File: config.mk
export PLATFORM = sky130hd
export DESIGN_NAME = cp_loader
export DESIGN_NICKNAME = d
export VERILOG_FILES = /design/src/hw/cp_pkg.sv /design/src/hw/cp_loader.sv
export SDC_FILE = /design/constraint.sdc
export NUM_CORES = 1
export LEC_CHECK = 0
export ABC_AREA = 1
export CORE_ASPECT_RATIO = 1.75
export CORE_MARGIN = 2
export CORE_UTILIZATION = 25
export CTS_CLUSTER_DIAMETER = 150
export DETAILED_ROUTE_END_ITERATION = 8
export DONT_BUFFER_PORTS = 1
export PLACE_DENSITY = 0.47
export SLEW_MARGIN = 20
export SYNTH_ARGS = -nofsm -noshare
export SYNTH_HDL_FRONTEND = slang
export SYNTH_SLANG_ARGS = --single-unit
File: constraint.sdc
create_clock -name clk -period 2.2 [get_ports clk]
set_input_delay 0.55 -clock clk [delete_from_list [all_inputs] [get_ports clk]]
set_output_delay 0.55 -clock clk [all_outputs]
set_load 0.02 [all_outputs]
File: src/hw/cp_pkg.sv
package cp_pkg;

    // stream and array geometry
    localparam int phit_size      = 32;               // one word of the write stream
    localparam int num_col        = 4;                // array columns fed by the tables
    localparam int sz_config      = 16;               // column control word
    localparam int dwidth_rfadd   = 5;                // table / register-file address
    localparam int dwidth_int     = 8;                // loop counters
    localparam int dwidth_double  = 64;               // packed itr output
    localparam int entry_sz_state = 16;               // one state-table entry

    localparam int words_per_entry = 2*num_col + 1;   // state word + ctrl/imm per column
    localparam int tab_depth       = 2**dwidth_rfadd; // 32 entries per table
    localparam int wcnt_w          = $clog2(words_per_entry);

    // sequencer FSM encoding
    localparam logic [1:0] st_idle     = 2'd0;        // waiting for the loader
    localparam logic [1:0] st_ready    = 2'd1;        // ready_stream_in high
    localparam logic [1:0] st_wait_rel = 2'd2;        // start seen, wait for it to drop
    localparam logic [1:0] st_exec     = 2'd3;        // walking the program

    // one state entry, decoded by its top bit
    // mode 0 holds a config row for count cycles, mode 1 ends or loops back
    typedef union packed {
        struct packed {
            logic                  mode;              // 0 here
            logic [6:0]            unused;
            logic [dwidth_int-1:0] count;             // cycles to hold the row
        } run;
        struct packed {
            logic                    mode;            // 1 here
            logic                    last;            // end of program
            logic [dwidth_rfadd-1:0] target;          // jump address for the loop
            logic                    unused;
            logic [dwidth_int-1:0]   reps;            // total passes through the loop body
        } br;
    } state_entry_u;

endpackage

File: src/hw/cp_loader.sv
`timescale 1ns/100ps

module cp_loader (
    input  logic                                clk,
    input  logic                                arst_n,
    input  logic                                start_loader,            // one-cycle kick
    input  logic [cp_pkg::dwidth_rfadd-1:0]     num_entry_config_table,
    input  logic [cp_pkg::dwidth_rfadd-1:0]     num_entry_inbound,
    output logic [cp_pkg::dwidth_rfadd-1:0]     wr_add,                  // table row
    output logic [cp_pkg::words_per_entry-1:0]  wr_en,                   // one-hot table select
    output logic                                wr_en_rf,
    output logic [cp_pkg::dwidth_rfadd-1:0]     wr_add_rf,
    output logic                                done                     // pulse after last word
);
    import cp_pkg::*;

    logic                    cfg_busy;   // table words on the stream
    logic                    inb_busy;   // inbound words on the stream
    logic [dwidth_rfadd-1:0] entry_cnt;
    logic [wcnt_w-1:0]       word_cnt;   // position inside one entry
    logic [dwidth_rfadd-1:0] inb_cnt;
    logic [dwidth_rfadd-1:0] cfg_lim;    // sizes captured at start
    logic [dwidth_rfadd-1:0] inb_lim;
    logic                    last_word;
    logic                    last_entry;
    logic                    last_inb;

    assign last_word  = (word_cnt == wcnt_w'(words_per_entry - 1));
    assign last_entry = (entry_cnt == cfg_lim - 1'b1);
    assign last_inb   = (inb_cnt == inb_lim - 1'b1);

    // section sizes latched with the start pulse
    always_ff @(posedge clk) begin
        if (start_loader && !cfg_busy && !inb_busy) begin
            cfg_lim <= num_entry_config_table;
            inb_lim <= num_entry_inbound;
        end
    end

    always_ff @(posedge clk or negedge arst_n) begin
        if (!arst_n) begin
            cfg_busy  <= 1'b0;
            inb_busy  <= 1'b0;
            entry_cnt <= '0;
            word_cnt  <= '0;
            inb_cnt   <= '0;
            done      <= 1'b0;
        end else begin
            done <= 1'b0;
            if (start_loader && !cfg_busy && !inb_busy) begin
                entry_cnt <= '0;
                word_cnt  <= '0;
                inb_cnt   <= '0;
                // empty sections are skipped straight away
                cfg_busy  <= (num_entry_config_table != '0);
                inb_busy  <= (num_entry_config_table == '0) && (num_entry_inbound != '0);
                done      <= (num_entry_config_table == '0) && (num_entry_inbound == '0);
            end else if (cfg_busy) begin
                if (last_word) begin
                    word_cnt  <= '0;
                    entry_cnt <= entry_cnt + 1'b1;
                    if (last_entry) begin                // hand over to the inbound section
                        cfg_busy <= 1'b0;
                        inb_busy <= (inb_lim != '0);
                        done     <= (inb_lim == '0);
                    end
                end else begin
                    word_cnt <= word_cnt + 1'b1;
                end
            end else if (inb_busy) begin
                inb_cnt <= inb_cnt + 1'b1;
                if (last_inb) begin
                    inb_busy <= 1'b0;
                    done     <= 1'b1;
                end
            end
        end
    end

    // word k of an entry lands on enable bit k
    assign wr_en     = cfg_busy ? (words_per_entry'(1) << word_cnt) : '0;
    assign wr_add    = entry_cnt;
    assign wr_en_rf  = inb_busy;          // inbound words go out to the register file
    assign wr_add_rf = inb_cnt;

    // every table word selects exactly one table, word_cnt stays inside the entry
    a_wr_en_onehot : assert property (@(posedge clk) disable iff (!arst_n)
        cfg_busy |-> $onehot(wr_en));

    a_tab_rf_excl : assert property (@(posedge clk) disable iff (!arst_n)
        !((|wr_en) && wr_en_rf));

endmodule

==> flow_summary_export.csv <==
group,metric,value,unit
status,status,"finished clean",
synth,async_reset_ff_frac,0.6296,
timing,finalSetupViolations,0,
synth,yosys.area_share.simple,0.3044,
synth,ys_warn_count,0,
timing,fin_tns_setup,0,ns
cells_and_area,fill_cells,695,
timing,skew,0.002441,ns
synth,synth_xor_area_frac,0.03665,
die,pin_count,34,
synth,ys_seq_area_frac,0.4338,
clock_network,cts.path.max_buffers,2,
timing,finalCritPeriodShare,0.9260,
timing,slew_headroom,0.4415,
drt,drt-initial-drc-count,14,
cells_and_area,regArea,725.7,sq um
setup_path,endpoint_kind,"output port",
synth,netlist_area,1673,sq um
global_routing,grt_pass1_wl,6299,um
cells_and_area,num-nets-final,236,
clock_network,cts_buffers,3,
global_routing,antenna_found_initial,0,
setup_path,worstSetupPathType,"reg2out",
global_routing,use_met3,0.02906,
drt,drc,0,
synth,synthAdderAreaFrac,0.07479,
cells_and_area,drive_gt1_frac,0.1085,
die,rows,39,
place,gp_congestion,0.7763,
place,place_hpwl,3107,um
synth,avgSynthCellArea,8.241,sq um
drt,first_pass_iters,4,
pwr,power.density,1126,nW/um^2
global_routing,grt_max_degree,18,
timing,period_needed,2.037,ns
synth,syn_inst,203,
job,maxCapViolCount,0,
pwr,p_total,2.129,mW
pwr,peakVddDrop,0.0003283,V
synth,synth-compound-area-share,0.05310,
clock_network,cts_max_level,1,
clock_network,cts_tree,"built",
cells_and_area,diodes,0,
global_routing,grt_pass1_vias,1365,
pwr,power_leakage,0.8804,nW
drt,drt-vias-per-instance,4.425,
drt,wire_per_inst,13.00,um
drt,ant_nets,0,
drt,wl,3823,um
die,core-area,6490,sq um
cells_and_area,syn_to_final_growth,13.01,%
timing,rsz0062_at_grt,"false",
clock_network,clock_latency,0.26,ns
clock_network,clkTransAtPathRegs,0.06,ns
setup_path,critPathArrivalTime,1.49,ns
drt,vias,1301,
synth,yosys-mux-area-fraction,0,
synth,synth_nets,226,
die,start_util,0.2578,
timing,tightest_slew,0.8350,ns
global_routing,grtUsageMet1,0.1001,
clock_network,cts_sinks,27,
global_routing,busiest_layer,"met2",
global_routing,gr-usage-all-layers,0.1139,
synth,ys_ff_latch,27,
setup_path,start_kind,"register",
timing,fmax,0.4908,GHz
die,die_area,7387,sq um
timing,finalHoldViolations,0,
min_path,hold_class,"in2reg",
setup_path,required,1.65,ns
global_routing,grtUsageMet2,0.2290,
setup_path,worstPathMaxFanout,10,
synth,yosysUniqueCellTypes,29,
synth,synth_top_family_by_area,"simple AND/OR/NAND/NOR gates",
clock_network,cts_setup_buffers,0,
cells_and_area,multiInputGateArea,784.5,sq um
synth,synth-edff-count,10,
clock_network,cts-root-buf,"clkbuf_16",
timing,slew_viol_final,0,
synth,ys.flop_type,"dfrtp_1",
die,die_h,112.2,um
place,placement.io_buffers,0,
die,die_w,65.84,um
global_routing,overflow,0,
==> cell type report <==
class,count,area share
inverters,37,0.08008
flip-flops and latches,27,0.3839
repair buffers,6,0.02515
multi-input cells,138,0.4150
well taps,82,0.05427
clock buffers,4,0.04169
==> Yosys cell counts, types with 2 or more instances <==
cell type,count,area [sq um]
a21oi_1,3,15.01
edfxtp_1,10,300.3
o21ai_0,8,40.04
ha_1,10,125.1
nor3_1,6,30.03
nor2_8,2,40.04
nand3_1,19,95.09
nor2_1,19,71.32
nand4_1,2,12.51
xnor2_1,4,35.03
nor2_2,4,25.02
dfrtp_1,17,425.4
inv_2,4,15.01
nand2_1,45,168.9
nor4_1,2,12.51
o22ai_1,2,12.51
xor2_1,3,26.28
inv_1,32,120.1
==> metrics by stage <==
stage	hold slack [ns]	instance area, sq um	instances	util	worst slack [ns]
2_1_floorplan	0.2544	1673	203	-	0.3188
3_3_place_gp	0.2552	1802	289	0.2776	0.4598
3_5_place_dp	0.2551	1802	289	0.2776	0.4292
4_1_cts	0.3755	1891	294	0.2913	0.1364
5_1_grt	0.3659	1891	294	0.2913	0.03517
6_report	0.3824	1891	294	0.2913	0.1627
==> critical path, stage by stage (launching register included) <==
cell and delay [ns]:
dfrtp_1 0.68, inv_12 0.07, nor4_1 0.28, buf_4 0.20
==> flip-flops by register name (all words and copies together), names as in the netlist <==
register,count
cfg_busy,1
wr_add_rf,5
done,1
wr_en_rf,1
wr_add,5
inb_lim,5
word_cnt,4
cfg_lim,5
==> per-layer routing <==
metal,vias to the layer above,wire length (um)
li1,670,-
met1,608,1260
met2,18,2306
met3,5,182
met4,0,74
met5,-,0
==> cells by family (layout without fill, tap and decap cells) <==
family | after synthesis | after routing
adder cells (fa/ha/maj) | 10 | 10
AND/OR/NAND/NOR | 105 | 105
XOR/XNOR | 7 | 7
buffers and inverters | 38 | 47
AO/OA/AOI/OAI | 16 | 16
flip-flops | 27 | 27
==> power by group <==
| part | switching (mW) | internal (mW) |
|---|---|---|
| Sequential | 0.318 | 0.651 |
| Clock | 0.163 | 0.248 |
| Combinational | 0.460 | 0.288 |
| Total | 0.942 | 1.19 |
==> what timing repair did <==
action,4_1_cts,5_1_grt
endpoints found under the hold margin,17,0
hold buffers,1,0
resized for setup,0,0
==> final timing paths <==
check / start / to / slack (ns) / depth (start not counted)
setup / recovery: cfg_busy$_DFF_PN0_ / wr_en[6] / 0.16 / 3
hold / removal: num_entry_config_table[3] / cfg_lim[3]$_DFFE_PP_ / 0.38 / 0
setup reg to reg: word_cnt[0]$_DFFE_PN0P_ / wr_add[4]$_DFFE_PN0P_ / 0.47 / 12
hold reg to reg: word_cnt[0]$_DFFE_PN0P_ / word_cnt[0]$_DFFE_PN0P_ / 0.61 / 1
max in group asynchronous: arst_n / wr_add_rf[2]$_DFFE_PN0P_ / 0.85 / 1
min in group asynchronous: arst_n / word_cnt[1]$_DFFE_PN0P_ / 0.83 / 1
==> cells in the final DEF (no fill, tap or decap), drive strengths merged <==
master | Yosys | layout
nand2 | 47 | 47
nand3 | 20 | 20
o211ai | 1 | 1
a21oi | 3 | 3
clkbuf | 0 | 4
o21ai | 9 | 9
inv | 37 | 37
xor2 | 3 | 3
edfxtp | 10 | 10
dlygate4sd3 | 0 | 1
nand4 | 2 | 2
nor2 | 25 | 25
a22o | 1 | 1
ha | 10 | 10
dfrtp | 17 | 17
or2 | 2 | 2
buf | 1 | 5
xnor2 | 4 | 4
nor3 | 6 | 6
nor4 | 2 | 2
o22ai | 2 | 2
and2 | 1 | 1
(Power assumes the default switching activity.)
