`src/hw/cp_pkg.sv`:
```
package cp_pkg;

    // stream and array geometry
    localparam int phit_size      = 32;               // one word of the write stream
    localparam int num_col        = 4;                // array columns fed by the tables
    localparam int sz_config      = 16;               // column control word
    localparam int dwidth_rfadd   = 5;                // table / register-file address
    localparam int dwidth_int     = 8;                // loop counters
    localparam int dwidth_double  = 64;               // packed itr output
    localparam int entry_sz_state = 16;               // one state-table entry

    localparam int words_per_entry = 2*num_col + 1;   // state word + ctrl/imm per column
    localparam int tab_depth       = 2**dwidth_rfadd; // 32 entries per table
    localparam int wcnt_w          = $clog2(words_per_entry);

    // sequencer FSM encoding
    localparam logic [1:0] st_idle     = 2'd0;        // waiting for the loader
    localparam logic [1:0] st_ready    = 2'd1;        // ready_stream_in high
    localparam logic [1:0] st_wait_rel = 2'd2;        // start seen, wait for it to drop
    localparam logic [1:0] st_exec     = 2'd3;        // walking the program

    // one state entry, decoded by its top bit
    // mode 0 holds a config row for count cycles, mode 1 ends or loops back
    typedef union packed {
        struct packed {
            logic                  mode;              // 0 here
            logic [6:0]            unused;
            logic [dwidth_int-1:0] count;             // cycles to hold the row
        } run;
        struct packed {
            logic                    mode;            // 1 here
            logic                    last;            // end of program
            logic [dwidth_rfadd-1:0] target;          // jump address for the loop
            logic                    unused;
            logic [dwidth_int-1:0]   reps;            // total passes through the loop body
        } br;
    } state_entry_u;

endpackage

```
`src/hw/cp_sequencer.sv`:
```
`timescale 1ns/100ps

module cp_sequencer (
    input  logic                            clk,
    input  logic                            arst_n,
    input  cp_pkg::state_entry_u            entry,            // row at smart_ptr
    input  logic                            start_inbound,    // loader finished
    input  logic                            start_stream_in,
    output logic [cp_pkg::dwidth_rfadd-1:0] smart_ptr,
    output logic [cp_pkg::dwidth_int-1:0]   itr_j,            // loop pass
    output logic [cp_pkg::dwidth_int-1:0]   itr_k,            // cycle inside a run entry
    output logic                            ready_stream_in,
    output logic                            running,
    output logic                            done
);
    import cp_pkg::*;

    logic [1:0] state;
    logic       in_exec;
    logic       is_branch;
    logic       run_last;     // final cycle of a run entry
    logic       loop_again;   // branch takes the jump

    assign in_exec   = (state == st_exec);
    assign is_branch = entry.run.mode;   // same bit in both views

    // count 0 still spends one cycle on the entry
    assign run_last = (entry.run.count == '0) || (itr_k == entry.run.count - 1'b1);

    // widened so itr_j = 255 cannot wrap
    assign loop_again = (({1'b0, itr_j} + 1'b1) < {1'b0, entry.br.reps});

    // start exchange levels
    assign ready_stream_in = (state == st_ready);

    assign running = in_exec && !is_branch && (entry.run.count != '0);
    assign done    = in_exec && is_branch && entry.br.last;   // leaves exec next edge

    always_ff @(posedge clk or negedge arst_n) begin
        if (!arst_n) begin
            state     <= st_idle;
            smart_ptr <= '0;
            itr_j     <= '0;
            itr_k     <= '0;
        end else begin
            case (state)
                st_idle: begin
                    if (start_inbound) begin
                        state <= st_ready;
                    end
                end
                st_ready: begin
                    if (start_stream_in) begin       // environment answered
                        state <= st_wait_rel;
                    end
                end
                st_wait_rel: begin
                    if (!start_stream_in) begin      // released, program starts at row 0
                        state     <= st_exec;
                        smart_ptr <= '0;
                        itr_j     <= '0;
                        itr_k     <= '0;
                    end
                end
                st_exec: begin
                    if (!is_branch) begin
                        if (run_last) begin
                            itr_k     <= '0;
                            smart_ptr <= smart_ptr + 1'b1;
                        end else begin
                            itr_k <= itr_k + 1'b1;
                        end
                    end else if (entry.br.last) begin
                        state     <= st_idle;      // back for the next load
                        smart_ptr <= '0;
                        itr_j     <= '0;
                    end else if (loop_again) begin
                        itr_j     <= itr_j + 1'b1;
                        smart_ptr <= entry.br.target;
                    end else begin
                        // loop finished, fall through
                        itr_j     <= '0;
                        smart_ptr <= smart_ptr + 1'b1;
                    end
                end
                default: begin
                    state <= st_idle;
                end
            endcase
        end
    end

    // a running row never holds past its count
    a_itr_k_in_range : assert property (@(posedge clk) disable iff (!arst_n)
        running |-> (itr_k < entry.run.count));

    // every row reached in exec was written by the loader
    a_entry_known : assert property (@(posedge clk) disable iff (!arst_n)
        in_exec |-> !$isunknown(entry));

endmodule

```
`config.mk`:
```
export PLATFORM = sky130hd
export DESIGN_NAME = cp_sequencer
export DESIGN_NICKNAME = d
export VERILOG_FILES = /design/src/hw/cp_pkg.sv /design/src/hw/cp_sequencer.sv
export SDC_FILE = /design/constraint.sdc
export NUM_CORES = 1
export LEC_CHECK = 0
export ABC_AREA = 1
export CAP_MARGIN = 15
export CORE_MARGIN = 3
export CORE_UTILIZATION = 50
export DETAILED_ROUTE_END_ITERATION = 6
export DONT_BUFFER_PORTS = 1
export SYNTH_ARGS = -nofsm -noshare
export SYNTH_HDL_FRONTEND = slang
export SYNTH_SLANG_ARGS = --single-unit
```
`constraint.sdc`:
```
create_clock -name clk -period 2.88 [get_ports clk]
set_input_delay 0.144 -clock clk [delete_from_list [all_inputs] [get_ports clk]]
set_output_delay 0.144 -clock clk [all_outputs]
set_load 0.1 [all_outputs]
```
==> impl_metrics.py, run 1 <==
metrics = {
    "cells_and_area": {
        "fill_cells": 344,
        "antenna_cells": 0,
        "nets": 356,
        "area_growth_pct": 16.23,
        "regArea_sq_um": 578.1,
        "final_area_sq_um": 2347,
        "drive_gt1_share_pct": 15.67,
        "multi_input_area_sq_um": 1259,
        "final_cells": 367,
    },
    "logic_synthesis": {
        "synth_top_cell_by_area": "dfrtp_1",
        "synthFlopType": "dfrtp_1",
        "synth.most_common_cell": "nand2_1",
        "synth_seq_cells": 23,
        "synth_area_leaders": "dfrtp_1, nand2_1, ha_1, inv_1, xor2_1",
        "syn-cell-area_sq_um": 2019,
        "synth_cell_types": 28,
        "ys_async_sr_fraction_pct": 100.0,
        "syn-num-nets": 325,
        "synth-edff-count": 0,
        "ys_top_cells_by_count": "nand2_1, inv_1, dfrtp_1",
        "syn_inst": 289,
        "yosysWarningCount": 0,
        "synth_top_area_share_pct": 28.50,
        "ys_seq_area_share_pct": 28.50,
        "syn_avg_cell_area_sq_um": 6.988,
    },
    "pwr": {
        "finalPower_mw": 1.631,
        "p_leak_nw": 1.217,
        "irDropWorstVdd_mv": 0.6193,
        "power_density_nw_per_um2": 694.8,
    },
    "sta": {
        "maxSlewHeadroom_pct": 42.03,
        "hold_ws_ns": 0.06206,
        "finClkSkew_ns": 0.004490,
        "setup_violations": 0,
        "worst_pin_slew_ns": 0.8604,
        "fmaxAchievable_mhz": 403.5,
        "fin_crit_sh_pct": 86.05,
        "slew_viol_final": 0,
        "period_minus_slack_ns": 2.478,
        "tns_ns": 0,
        "hold_viol": 0,
        "rsz0062_at_grt": "false",
    },
    "floorplan": {
        "die_y_um": 69.55,
        "die_x_um": 69.55,
        "core_sq_um": 3771,
        "dieArea_sq_um": 4837,
        "std_cell_rows": 22,
        "ioPinCount": 44,
        "initial_core_util_pct": 53.55,
    },
    "routing": {
        "wl_per_cell_um": 12.20,
        "vias_per_cell": 4.924,
        "initialDrtViolationCount": 104,
        "drt_wl_total_mm": 4.477,
        "ant_nets": 0,
        "firstDrtPassIters": 4,
        "drc": 0,
        "via_count": 1807,
    },
    "clocking": {
        "cts_buffer_depth": 2,
        "cts_tree": "done",
        "clk_pin_slew_ns": 0.09,
        "cts.repair.resized": 0,
        "htreeDepth": 1,
        "cts_buffers": 3,
        "clock_sinks": 23,
        "root_buffer": "clkbuf_8",
        "clkLatencyLatePin_ns": 0.27,
    },
    "placement": {
        "postPlaceCellArea_sq_um": 2265,
        "dp_hpwl_mm": 3.630,
        "port-buffer-count": 0,
        "placed_cells_incl_taps": 361,
        "globalplace.congestion": 0.8400,
    },
    "critical_path": {
        "worst_ep_arrival_time_ns": 2.68,
        "worst-path-max-fanout": 8,
        "crit_required_ns": 3.08,
        "start_kind": "flop",
        "critPathCaptureType": "flop",
        "critPathKind": "reg -> reg",
    },
    "global_route": {
        "grtUsageTotal_pct": 19.73,
        "met2_usage_pct": 29.24,
        "met3_usage_pct": 5.507,
        "overflow": 0,
        "antenna_found_initial": 0,
        "globalRouteMet1Util_pct": 27.96,
        "grt-busiest-layer": "met2",
        "grt_max_degree": 24,
        "grt_pass1_wl_mm": 7.797,
        "grt_pass1_vias": 1691,
    },
    "status": {
        "status": "complete, no violations",
    },
    "job": {
        "maxCapViolCount": 0,
    },
    "worst_hold_path": {
        "hold_path_class": "in -> reg",
    },
}
[flip-flops by register name (all words and copies together), names as in the netlist]
signal	cells
smart_ptr	5
state	2
itr_k	8
itr_j	8
[cells by family (layout without fill, tap and decap cells)]
group,after synthesis,count (layout),synth area share [%]
AOI/OAI and AO/OA,32,32,9.107
buffers and inverters,50,80,9.294
xor gates and xnor gates,19,19,8.240
adders and majority gates,16,16,9.913
DFF,23,23,28.50
and+or+nand+nor,149,149,34.94
[what timing repair did]
| item | in CTS | in global routing |
|---|---|---|
| hold endpoints to repair | 23 | 0 |
| hold buffers | 1 | 0 |
| buffers inserted | 0 | 0 |
[metrics by stage]
step	utilization (%)	setup WS (ns)
finish	62.24	0.4017
global route	62.24	0.1151
CTS	61.51	0.3696
detailed placement	60.05	0.3912
global placement	60.05	0.4027
floorplan	-	0.003592
[critical path, cell delays in order (launching register included)]
cell     delay, ns
dfrtp_2       0.42
ha_1          0.19
nand2_1       0.08
nor2_2        0.17
nand3_1       0.11
xor2_1        0.23
ha_1          0.29
a21o_1        0.17
nand3_2       0.09
nand2_4       0.07
nor2_8        0.19
nand2_4       0.07
nand2_1       0.06
nand3_1       0.06
nand2_1       0.08
nand2_1       0.05
o21ai_1       0.08
[routing by layer]
metal,up-vias,part of all wire (%)
met4,0,1.5
met2,40,43
met3,6,6.4
met1,790,49
met5,-,0
li1,971,-
[path summary, 6_finish.rpt]
check / to / cells past startpoint / slack, ns / from
hold / removal: smart_ptr[2]$_DFFE_PN0P_ / 3 / 0.06 / entry[15]
setup / recovery: smart_ptr[3]$_DFFE_PN0P_ / 16 / 0.40 / itr_j[0]$_DFFE_PN0P_
max in group asynchronous: itr_j[0]$_DFFE_PN0P_ / 2 / 2.29 / arst_n
setup reg to reg: smart_ptr[3]$_DFFE_PN0P_ / 16 / 0.40 / itr_j[0]$_DFFE_PN0P_
hold reg to reg: itr_j[1]$_DFFE_PN0P_ / 2 / 0.54 / itr_j[1]$_DFFE_PN0P_
min in group asynchronous: itr_j[2]$_DFFE_PN0P_ / 1 / 0.19 / arst_n
[placed cells by master, fill, tap and decap left out, types with 4 or more instances in the layout]
cell type,Yosys,routed
a21oi_1,5,5
buf_4,0,24
dfrtp_1,23,21
ha_1,16,16
inv_1,48,48
nand2_1,84,84
nand3_1,21,21
nor2_1,20,19
nor2_2,6,7
o21ai_0,13,13
o21ai_1,7,7
xnor2_1,4,4
xor2_1,15,15
[cell type report]
| class | count | share of cell area (%) |
|---|---|---|
| tap | 48 | 2.559 |
| timing repair buffer | 26 | 9.275 |
| sequential | 23 | 24.63 |
| multi-input combinational | 216 | 53.62 |
| clock buffer | 4 | 1.919 |
| inverter | 50 | 7.996 |
[report_power, final]
part	leakage [nW]	switching [mW]	internal, mW
registers	0.312	0.0363	0.382
logic	0.882	0.780	0.227
clock network	0.0228	0.107	0.0989
No activity file was read; power rests on OpenSTA's default activity.
==> run 2: changes to the inputs <==
--- a/config.mk
+++ b/config.mk
@@ -9,8 +9,10 @@
 export CAP_MARGIN = 15
 export CORE_MARGIN = 3
 export CORE_UTILIZATION = 50
+export CTS_CLUSTER_SIZE = 8
 export DETAILED_ROUTE_END_ITERATION = 6
 export DONT_BUFFER_PORTS = 1
+export PLACE_DENSITY_LB_ADDON = 0.12
 export SYNTH_ARGS = -nofsm -noshare
 export SYNTH_HDL_FRONTEND = slang
 export SYNTH_SLANG_ARGS = --single-unit
==> constraint.sdc (replaced) <==
create_clock -name clk -period 2.88 [get_ports clk]
set_input_delay 0.432 -clock clk [delete_from_list [all_inputs] [get_ports clk]]
set_output_delay 0.432 -clock clk [all_outputs]
set_load 0.1 [all_outputs]
==> run 2 against run 1 <==
Against the previous run:
- non-clock buffer count unchanged
- clock-buffer cell count unchanged
- worst hold slack improved by 0.30 ns
==> impl_metrics.py, run 2 (synthesis gave the netlist of run 1 again) <==
metrics = {
    "cells_and_area": {
        "area_growth_pct": 15.61,
        "layout_common_cells": "nand2_1, inv_1, buf_4",
        "nets": 356,
        "fill_cells": 395,
        "reg.largest.list": "itr_j: 8 flops, itr_k: 8 flops, smart_ptr: 5 flops",
        "final_cells": 367,
        "drive_gt1_share_pct": 15.67,
        "final_util_pct": 61.91,
        "antenna_cells": 0,
        "final_area_sq_um": 2335,
        "layout_commonest_cell": "nand2_1",
    },
    "pwr": {
        "p_leak_nw": 1.212,
        "power_density_nw_per_um2": 698.3,
        "irDropWorstVdd_mv": 0.5585,
        "finalPower_mw": 1.630,
    },
    "sta": {
        "hold_ws_ns": 0.3619,
        "setup_violations": 0,
        "maxSlewHeadroom_pct": 40.56,
        "fmaxAchievable_mhz": 401.3,
        "tns_ns": 0,
        "period_minus_slack_ns": 2.492,
        "layout_setup_ws_ns": 0.3883,
        "hold_viol": 0,
        "rsz0062_at_grt": "false",
        "worst_pin_slew_ns": 0.8822,
        "slew_viol_final": 0,
        "finClkSkew_ns": 0.002280,
        "fin_crit_sh_pct": 86.52,
    },
    "clocking": {
        "clock_sinks": 23,
        "clk_pin_slew_ns": 0.08,
        "cts_buffers": 3,
        "cts_tree": "done",
        "clkLatencyLatePin_ns": 0.26,
        "root_buffer": "clkbuf_8",
        "cts.repair.resized": 0,
        "cts_buffer_depth": 2,
        "htreeDepth": 1,
    },
    "placement": {
        "placed_cells_incl_taps": 361,
        "port-buffer-count": 0,
        "globalplace.congestion": 0.8505,
        "dpl_worst_slack_ns": 0.3827,
        "postPlaceCellArea_sq_um": 2265,
        "dp_hpwl_mm": 3.680,
    },
    "critical_path": {
        "start_kind": "flop",
        "worst_ep_arrival_time_ns": 2.65,
        "crit_start": "itr_j[0]$_DFFE_PN0P_",
        "critPathKind": "reg -> reg",
        "worst-path-max-fanout": 8,
        "crit_required_ns": 3.04,
        "critPathCaptureType": "flop",
        "timing.rr.start": "itr_j[0]$_DFFE_PN0P_",
    },
    "global_route": {
        "grt_max_degree": 24,
        "grt_pass1_vias": 1735,
        "grtUsageTotal_pct": 19.70,
        "antenna_found_initial": 0,
        "grt_pass1_wl_mm": 7.783,
        "overflow": 0,
    },
    "floorplan": {
        "dieArea_sq_um": 4837,
        "die_y_um": 69.55,
        "ioPinCount": 44,
        "die_x_um": 69.55,
        "core_sq_um": 3771,
        "initial_core_util_pct": 53.55,
        "std_cell_rows": 22,
    },
    "routing": {
        "via_count": 1843,
        "vias_per_cell": 5.022,
        "initialDrtViolationCount": 124,
        "ant_nets": 0,
        "drt_wl_total_mm": 4.555,
        "wl_per_cell_um": 12.41,
        "firstDrtPassIters": 4,
        "drc": 0,
    },
    "job": {
        "maxCapViolCount": 0,
    },
    "worst_hold_path": {
        "worstHoldStart": "entry[15]",
        "hold_path_class": "in -> reg",
    },
    "status": {
        "status": "complete, no violations",
    },
}
## run 2: worst paths after layout
check	endpoint	depth (start not counted)	slack, ns
setup / recovery	smart_ptr[2]$_DFFE_PN0P_	17	0.39
hold / removal	smart_ptr[2]$_DFFE_PN0P_	3	0.36
setup reg to reg	smart_ptr[2]$_DFFE_PN0P_	17	0.39
hold reg to reg	itr_j[1]$_DFFE_PN0P_	2	0.54
max in group asynchronous	itr_k[6]$_DFFE_PN0P_	2	1.91
min in group asynchronous	itr_j[6]$_DFFE_PN0P_	1	0.52
## run 2: worst max-delay path, cell delays in order, from the launching register on
cell and delay [ns]:
dfrtp_2 0.42, ha_1 0.19, nand2_1 0.08, nor2_2 0.19, xor2_1 0.20, inv_1 0.08, ha_1 0.29, nand2_1 0.06
a21oi_1 0.12, nor2_1 0.07, nor2_2 0.23, nor2_8 0.08, nand2_4 0.08, nand2_1 0.05, nand3_1 0.06, nand2_1 0.05
nand3_1 0.08, nand2_1 0.05
## run 2: timing repair
| action | in CTS | in global routing |
|---|---|---|
| hold endpoints to repair | 23 | 0 |
| hold buffers | 1 | 0 |
| setup endpoints to repair | 0 | 0 |
| setup buffers | 0 | 0 |
## run 2: power by group
part / leakage [nW] / internal (mW) / switching (mW)
clock network: 0.0228 / 0.0989 / 0.107
logic: 0.877 / 0.225 / 0.780
registers: 0.312 / 0.382 / 0.0384
## run 2: area by class of cell
cell class,instances,area (sq um),area share [%]
Multi-Input combinational cell,216,1259,53.91
Sequential cell,23,578.1,24.76
Timing Repair Buffer,26,205.2,8.789
Inverter,50,187.7,8.039
Tap cell,48,60.06,2.572
Clock buffer,4,45.04,1.929
## run 2: layer usage
metal | global-route usage, % | up-vias | wire (um)
li1 | - | 974 | -
met1 | 27.06 | 824 | 2174
met2 | 31.57 | 39 | 2085
met3 | 4.928 | 6 | 245
met4 | 3.688 | 0 | 50
met5 | 0 | - | 0
==> run 3: changes to the inputs <==
--- a/config.mk
+++ b/config.mk
@@ -5,7 +5,6 @@
 export SDC_FILE = /design/constraint.sdc
 export NUM_CORES = 1
 export LEC_CHECK = 0
-export ABC_AREA = 1
 export CAP_MARGIN = 15
 export CORE_MARGIN = 3
 export CORE_UTILIZATION = 50
@@ -13,6 +12,7 @@
 export DETAILED_ROUTE_END_ITERATION = 6
 export DONT_BUFFER_PORTS = 1
 export PLACE_DENSITY_LB_ADDON = 0.12
+export RECOVER_POWER = 25
 export SYNTH_ARGS = -nofsm -noshare
 export SYNTH_HDL_FRONTEND = slang
 export SYNTH_SLANG_ARGS = --single-unit
==> run 3 against run 2 <==
Against the previous run:
- wire length increased by 14%
- global-route usage is 3.5 points higher
- total power is 0.58% higher
- synthesized cell count down 20%
- via count increased by 2.3%
- combinational power is essentially flat
- synthesized area fell by 3.2%
- first-iteration DRC count is 27% higher
- clock-buffer cell count unchanged
- sequential power about the same
- flip-flop and latch count did not move
- critical path type unchanged
- largest cell class unchanged
==> impl_metrics.py, run 3 <==
metrics = {
    "cells_and_area": {
        "regArea_sq_um": 591.8,
        "layout_common_cells": "buf_4, nand2_1, inv_1",
        "nets": 299,
        "area_growth_pct": 25.10,
        "final_area_sq_um": 2445,
        "multi_input_area_sq_um": 1434,
        "final_util_pct": 65.79,
        "drive_gt1_share_pct": 25.57,
        "reg.largest.list": "itr_j: 8 flops, itr_k: 8 flops, smart_ptr: 5 flops",
        "antenna_cells": 0,
        "fill_cells": 309,
        "layout_commonest_cell": "buf_4",
    },
    "floorplan": {
        "ioPinCount": 44,
        "std_cell_rows": 22,
        "initial_core_util_pct": 52.59,
        "die_x_um": 68.52,
        "dieArea_sq_um": 4695,
        "die_y_um": 68.52,
        "core_sq_um": 3716,
    },
    "logic_synthesis": {
        "synthFlopType": "dfrtp_1",
        "syn_inst": 232,
        "synth.most_common_cell": "nand2_1",
        "yosysWarningCount": 0,
        "synth_cell_types": 51,
        "ys_top_cells_by_count": "nand2_1, dfrtp_1, inv_1",
        "synth_top_area_share_pct": 29.45,
        "synth_area_leaders": "dfrtp_1, ha_1, nand2_1, xnor2_1, inv_1",
        "synth-edff-count": 0,
        "ys_async_sr_fraction_pct": 100.0,
        "synth_top_cell_by_area": "dfrtp_1",
        "ys_seq_area_share_pct": 29.45,
        "syn_avg_cell_area_sq_um": 8.424,
        "syn-num-nets": 268,
        "synth_seq_cells": 23,
        "syn-cell-area_sq_um": 1954,
    },
    "sta": {
        "finClkSkew_ns": 0.008127,
        "hold_viol": 0,
        "fmaxAchievable_mhz": 348.2,
        "worst_pin_slew_ns": 1.362,
        "hold_ws_ns": 0.4975,
        "rsz0062_at_grt": "true",
        "setup_violations": 0,
        "fin_crit_sh_pct": 99.71,
        "period_minus_slack_ns": 2.872,
        "slew_viol_final": 0,
        "maxSlewHeadroom_pct": 9.228,
    },
    "placement": {
        "dp_hpwl_mm": 3.888,
        "globalplace.congestion": 0.8382,
        "port-buffer-count": 0,
        "postPlaceCellArea_sq_um": 2253,
    },
    "pwr": {
        "irDropWorstVdd_mv": 0.5545,
        "finalPower_mw": 1.640,
        "power_density_nw_per_um2": 670.7,
        "p_leak_nw": 1.085,
    },
    "routing": {
        "firstDrtPassIters": 5,
        "wl_per_cell_um": 16.70,
        "ant_nets": 0,
        "initialDrtViolationCount": 158,
        "drc": 0,
        "drt_wl_total_mm": 5.178,
        "vias_per_cell": 6.081,
        "via_count": 1885,
    },
    "global_route": {
        "grt_max_degree": 24,
        "overflow": 0,
        "met2_usage_pct": 41.00,
        "grt_pass1_vias": 1861,
        "antenna_found_initial": 0,
        "grt_pass1_wl_mm": 8.286,
        "globalRouteMet1Util_pct": 29.09,
        "met3_usage_pct": 4.538,
        "grt-busiest-layer": "met2",
        "grtUsageTotal_pct": 23.18,
    },
    "critical_path": {
        "crit_buf_inv": 1,
        "path_cells": "and3_4, nand3_4, nor2_4, xnor2_2, inv_2, ha_4, a21boi_4, a311o_1, or3_1, a31o_1, mux2_4",
        "critPathCaptureType": "flop",
        "start_kind": "flop",
        "cpLargestDelayFamily": "compound AO/OA/AOI/OAI gates",
        "cp_slowest_cell": "dfrtp_4",
        "slowest_delay_ns": 0.52,
        "critPathKind": "reg -> reg",
        "worst-path-max-fanout": 5,
        "crit_required_ns": 3.04,
        "worst_ep_arrival_time_ns": 3.04,
        "reg2reg_slack_ns": 0.008,
    },
    "clocking": {
        "cts_buffers": 3,
        "clock_sinks": 23,
        "cts_tree": "done",
        "clk_pin_slew_ns": 0.09,
        "clkLatencyLatePin_ns": 0.27,
        "htreeDepth": 1,
        "root_buffer": "clkbuf_8",
        "cts_buffer_depth": 2,
    },
    "job": {
        "maxCapViolCount": 0,
    },
    "status": {
        "status": "complete, no violations",
    },
    "worst_hold_path": {
        "hold_path_class": "in -> reg",
    },
}
-- run 3: changes by cell type after synthesis, sizes merged, moves of 4 or more --
cell / previous run / this run
nand3: 24 / 11
xnor2: 4 / 11
nor2: 27 / 13
o2111ai: 0 / 4
nand2: 88 / 29
nand4: 4 / 9
xor2: 15 / 8
nor2b: 0 / 5
inv: 50 / 22
and3: 0 / 7
-- run 3: metrics by stage --
stage                     setup WS [ns]  cells   TNS, ns
after detailed placement        0.03307    300         0
after floorplan                -0.03950    232  -0.07892
after global routing           -0.08434    310   -0.1576
after global placement           0.1034    300         0
after CTS                       0.01013    307         0
final                          0.008255    310         0
-- run 3: what timing repair did --
action                     CTS  global route
pin swaps                    1             8
setup endpoints to repair    1            13
hold buffers                 2             0
hold endpoints to repair    23             0
resized for setup            0            19
setup buffers                1             3
-- run 3: final cells by class --
cell class                 count  area share (%)
inverter                      22           3.378
tap                           48           2.457
timing repair buffer          31           9.468
sequential                    23           24.21
multi-input combinational    182           58.65
clock buffer                   4           1.842
-- run 3: worst min-delay path, stage by stage --
cell and delay, ns:
nand4_1 0.06, o211ai_1 0.11, mux2_1 0.13
-- run 3: logic make-up (layout without fill, tap and decap cells) --
family                     count (synthesis)  after routing  synth area share [%]
buffers and inverters                     27             57                 5.826
DFF                                       23             23                 29.45
AOI/OAI and AO/OA                         55             55                 20.04
adders and majority gates                 16             16                 10.24
and+or+nand+nor                           87             87                 23.18
muxes                                      5              5                 2.753
xor gates and xnor gates                  19             19                 8.515
-- run 3: worst paths after layout --
kind	depth (start not counted)	from	endpoint
min in group asynchronous	2	arst_n	itr_j[6]$_DFFE_PN0P_
worst max-delay path	11	itr_j[4]$_DFFE_PN0P_	smart_ptr[3]$_DFFE_PN0P_
max in group asynchronous	2	arst_n	itr_j[0]$_DFFE_PN0P_
worst min register to register	2	itr_j[5]$_DFFE_PN0P_	itr_j[5]$_DFFE_PN0P_
worst min-delay path	3	entry[10]	smart_ptr[1]$_DFFE_PN0P_
worst max register to register	11	itr_j[4]$_DFFE_PN0P_	smart_ptr[3]$_DFFE_PN0P_
-- run 3: where the power goes --
part           switching, mW  internal (mW)  total, mW
Clock                  0.113         0.0990      0.212
Sequential            0.0431          0.379      0.422
Combinational          0.747          0.259       1.01
Total                  0.902          0.737       1.64
-- run 3: layer usage --
layer / vias to the layer above / share of wire, % / routed length (um)
met1: 922 / 41 / 2137
met4: 0 / 0.68 / 35
met2: 65 / 52 / 2704
met5: - / 0 / 0
li1: 894 / - / -
met3: 4 / 5.8 / 301
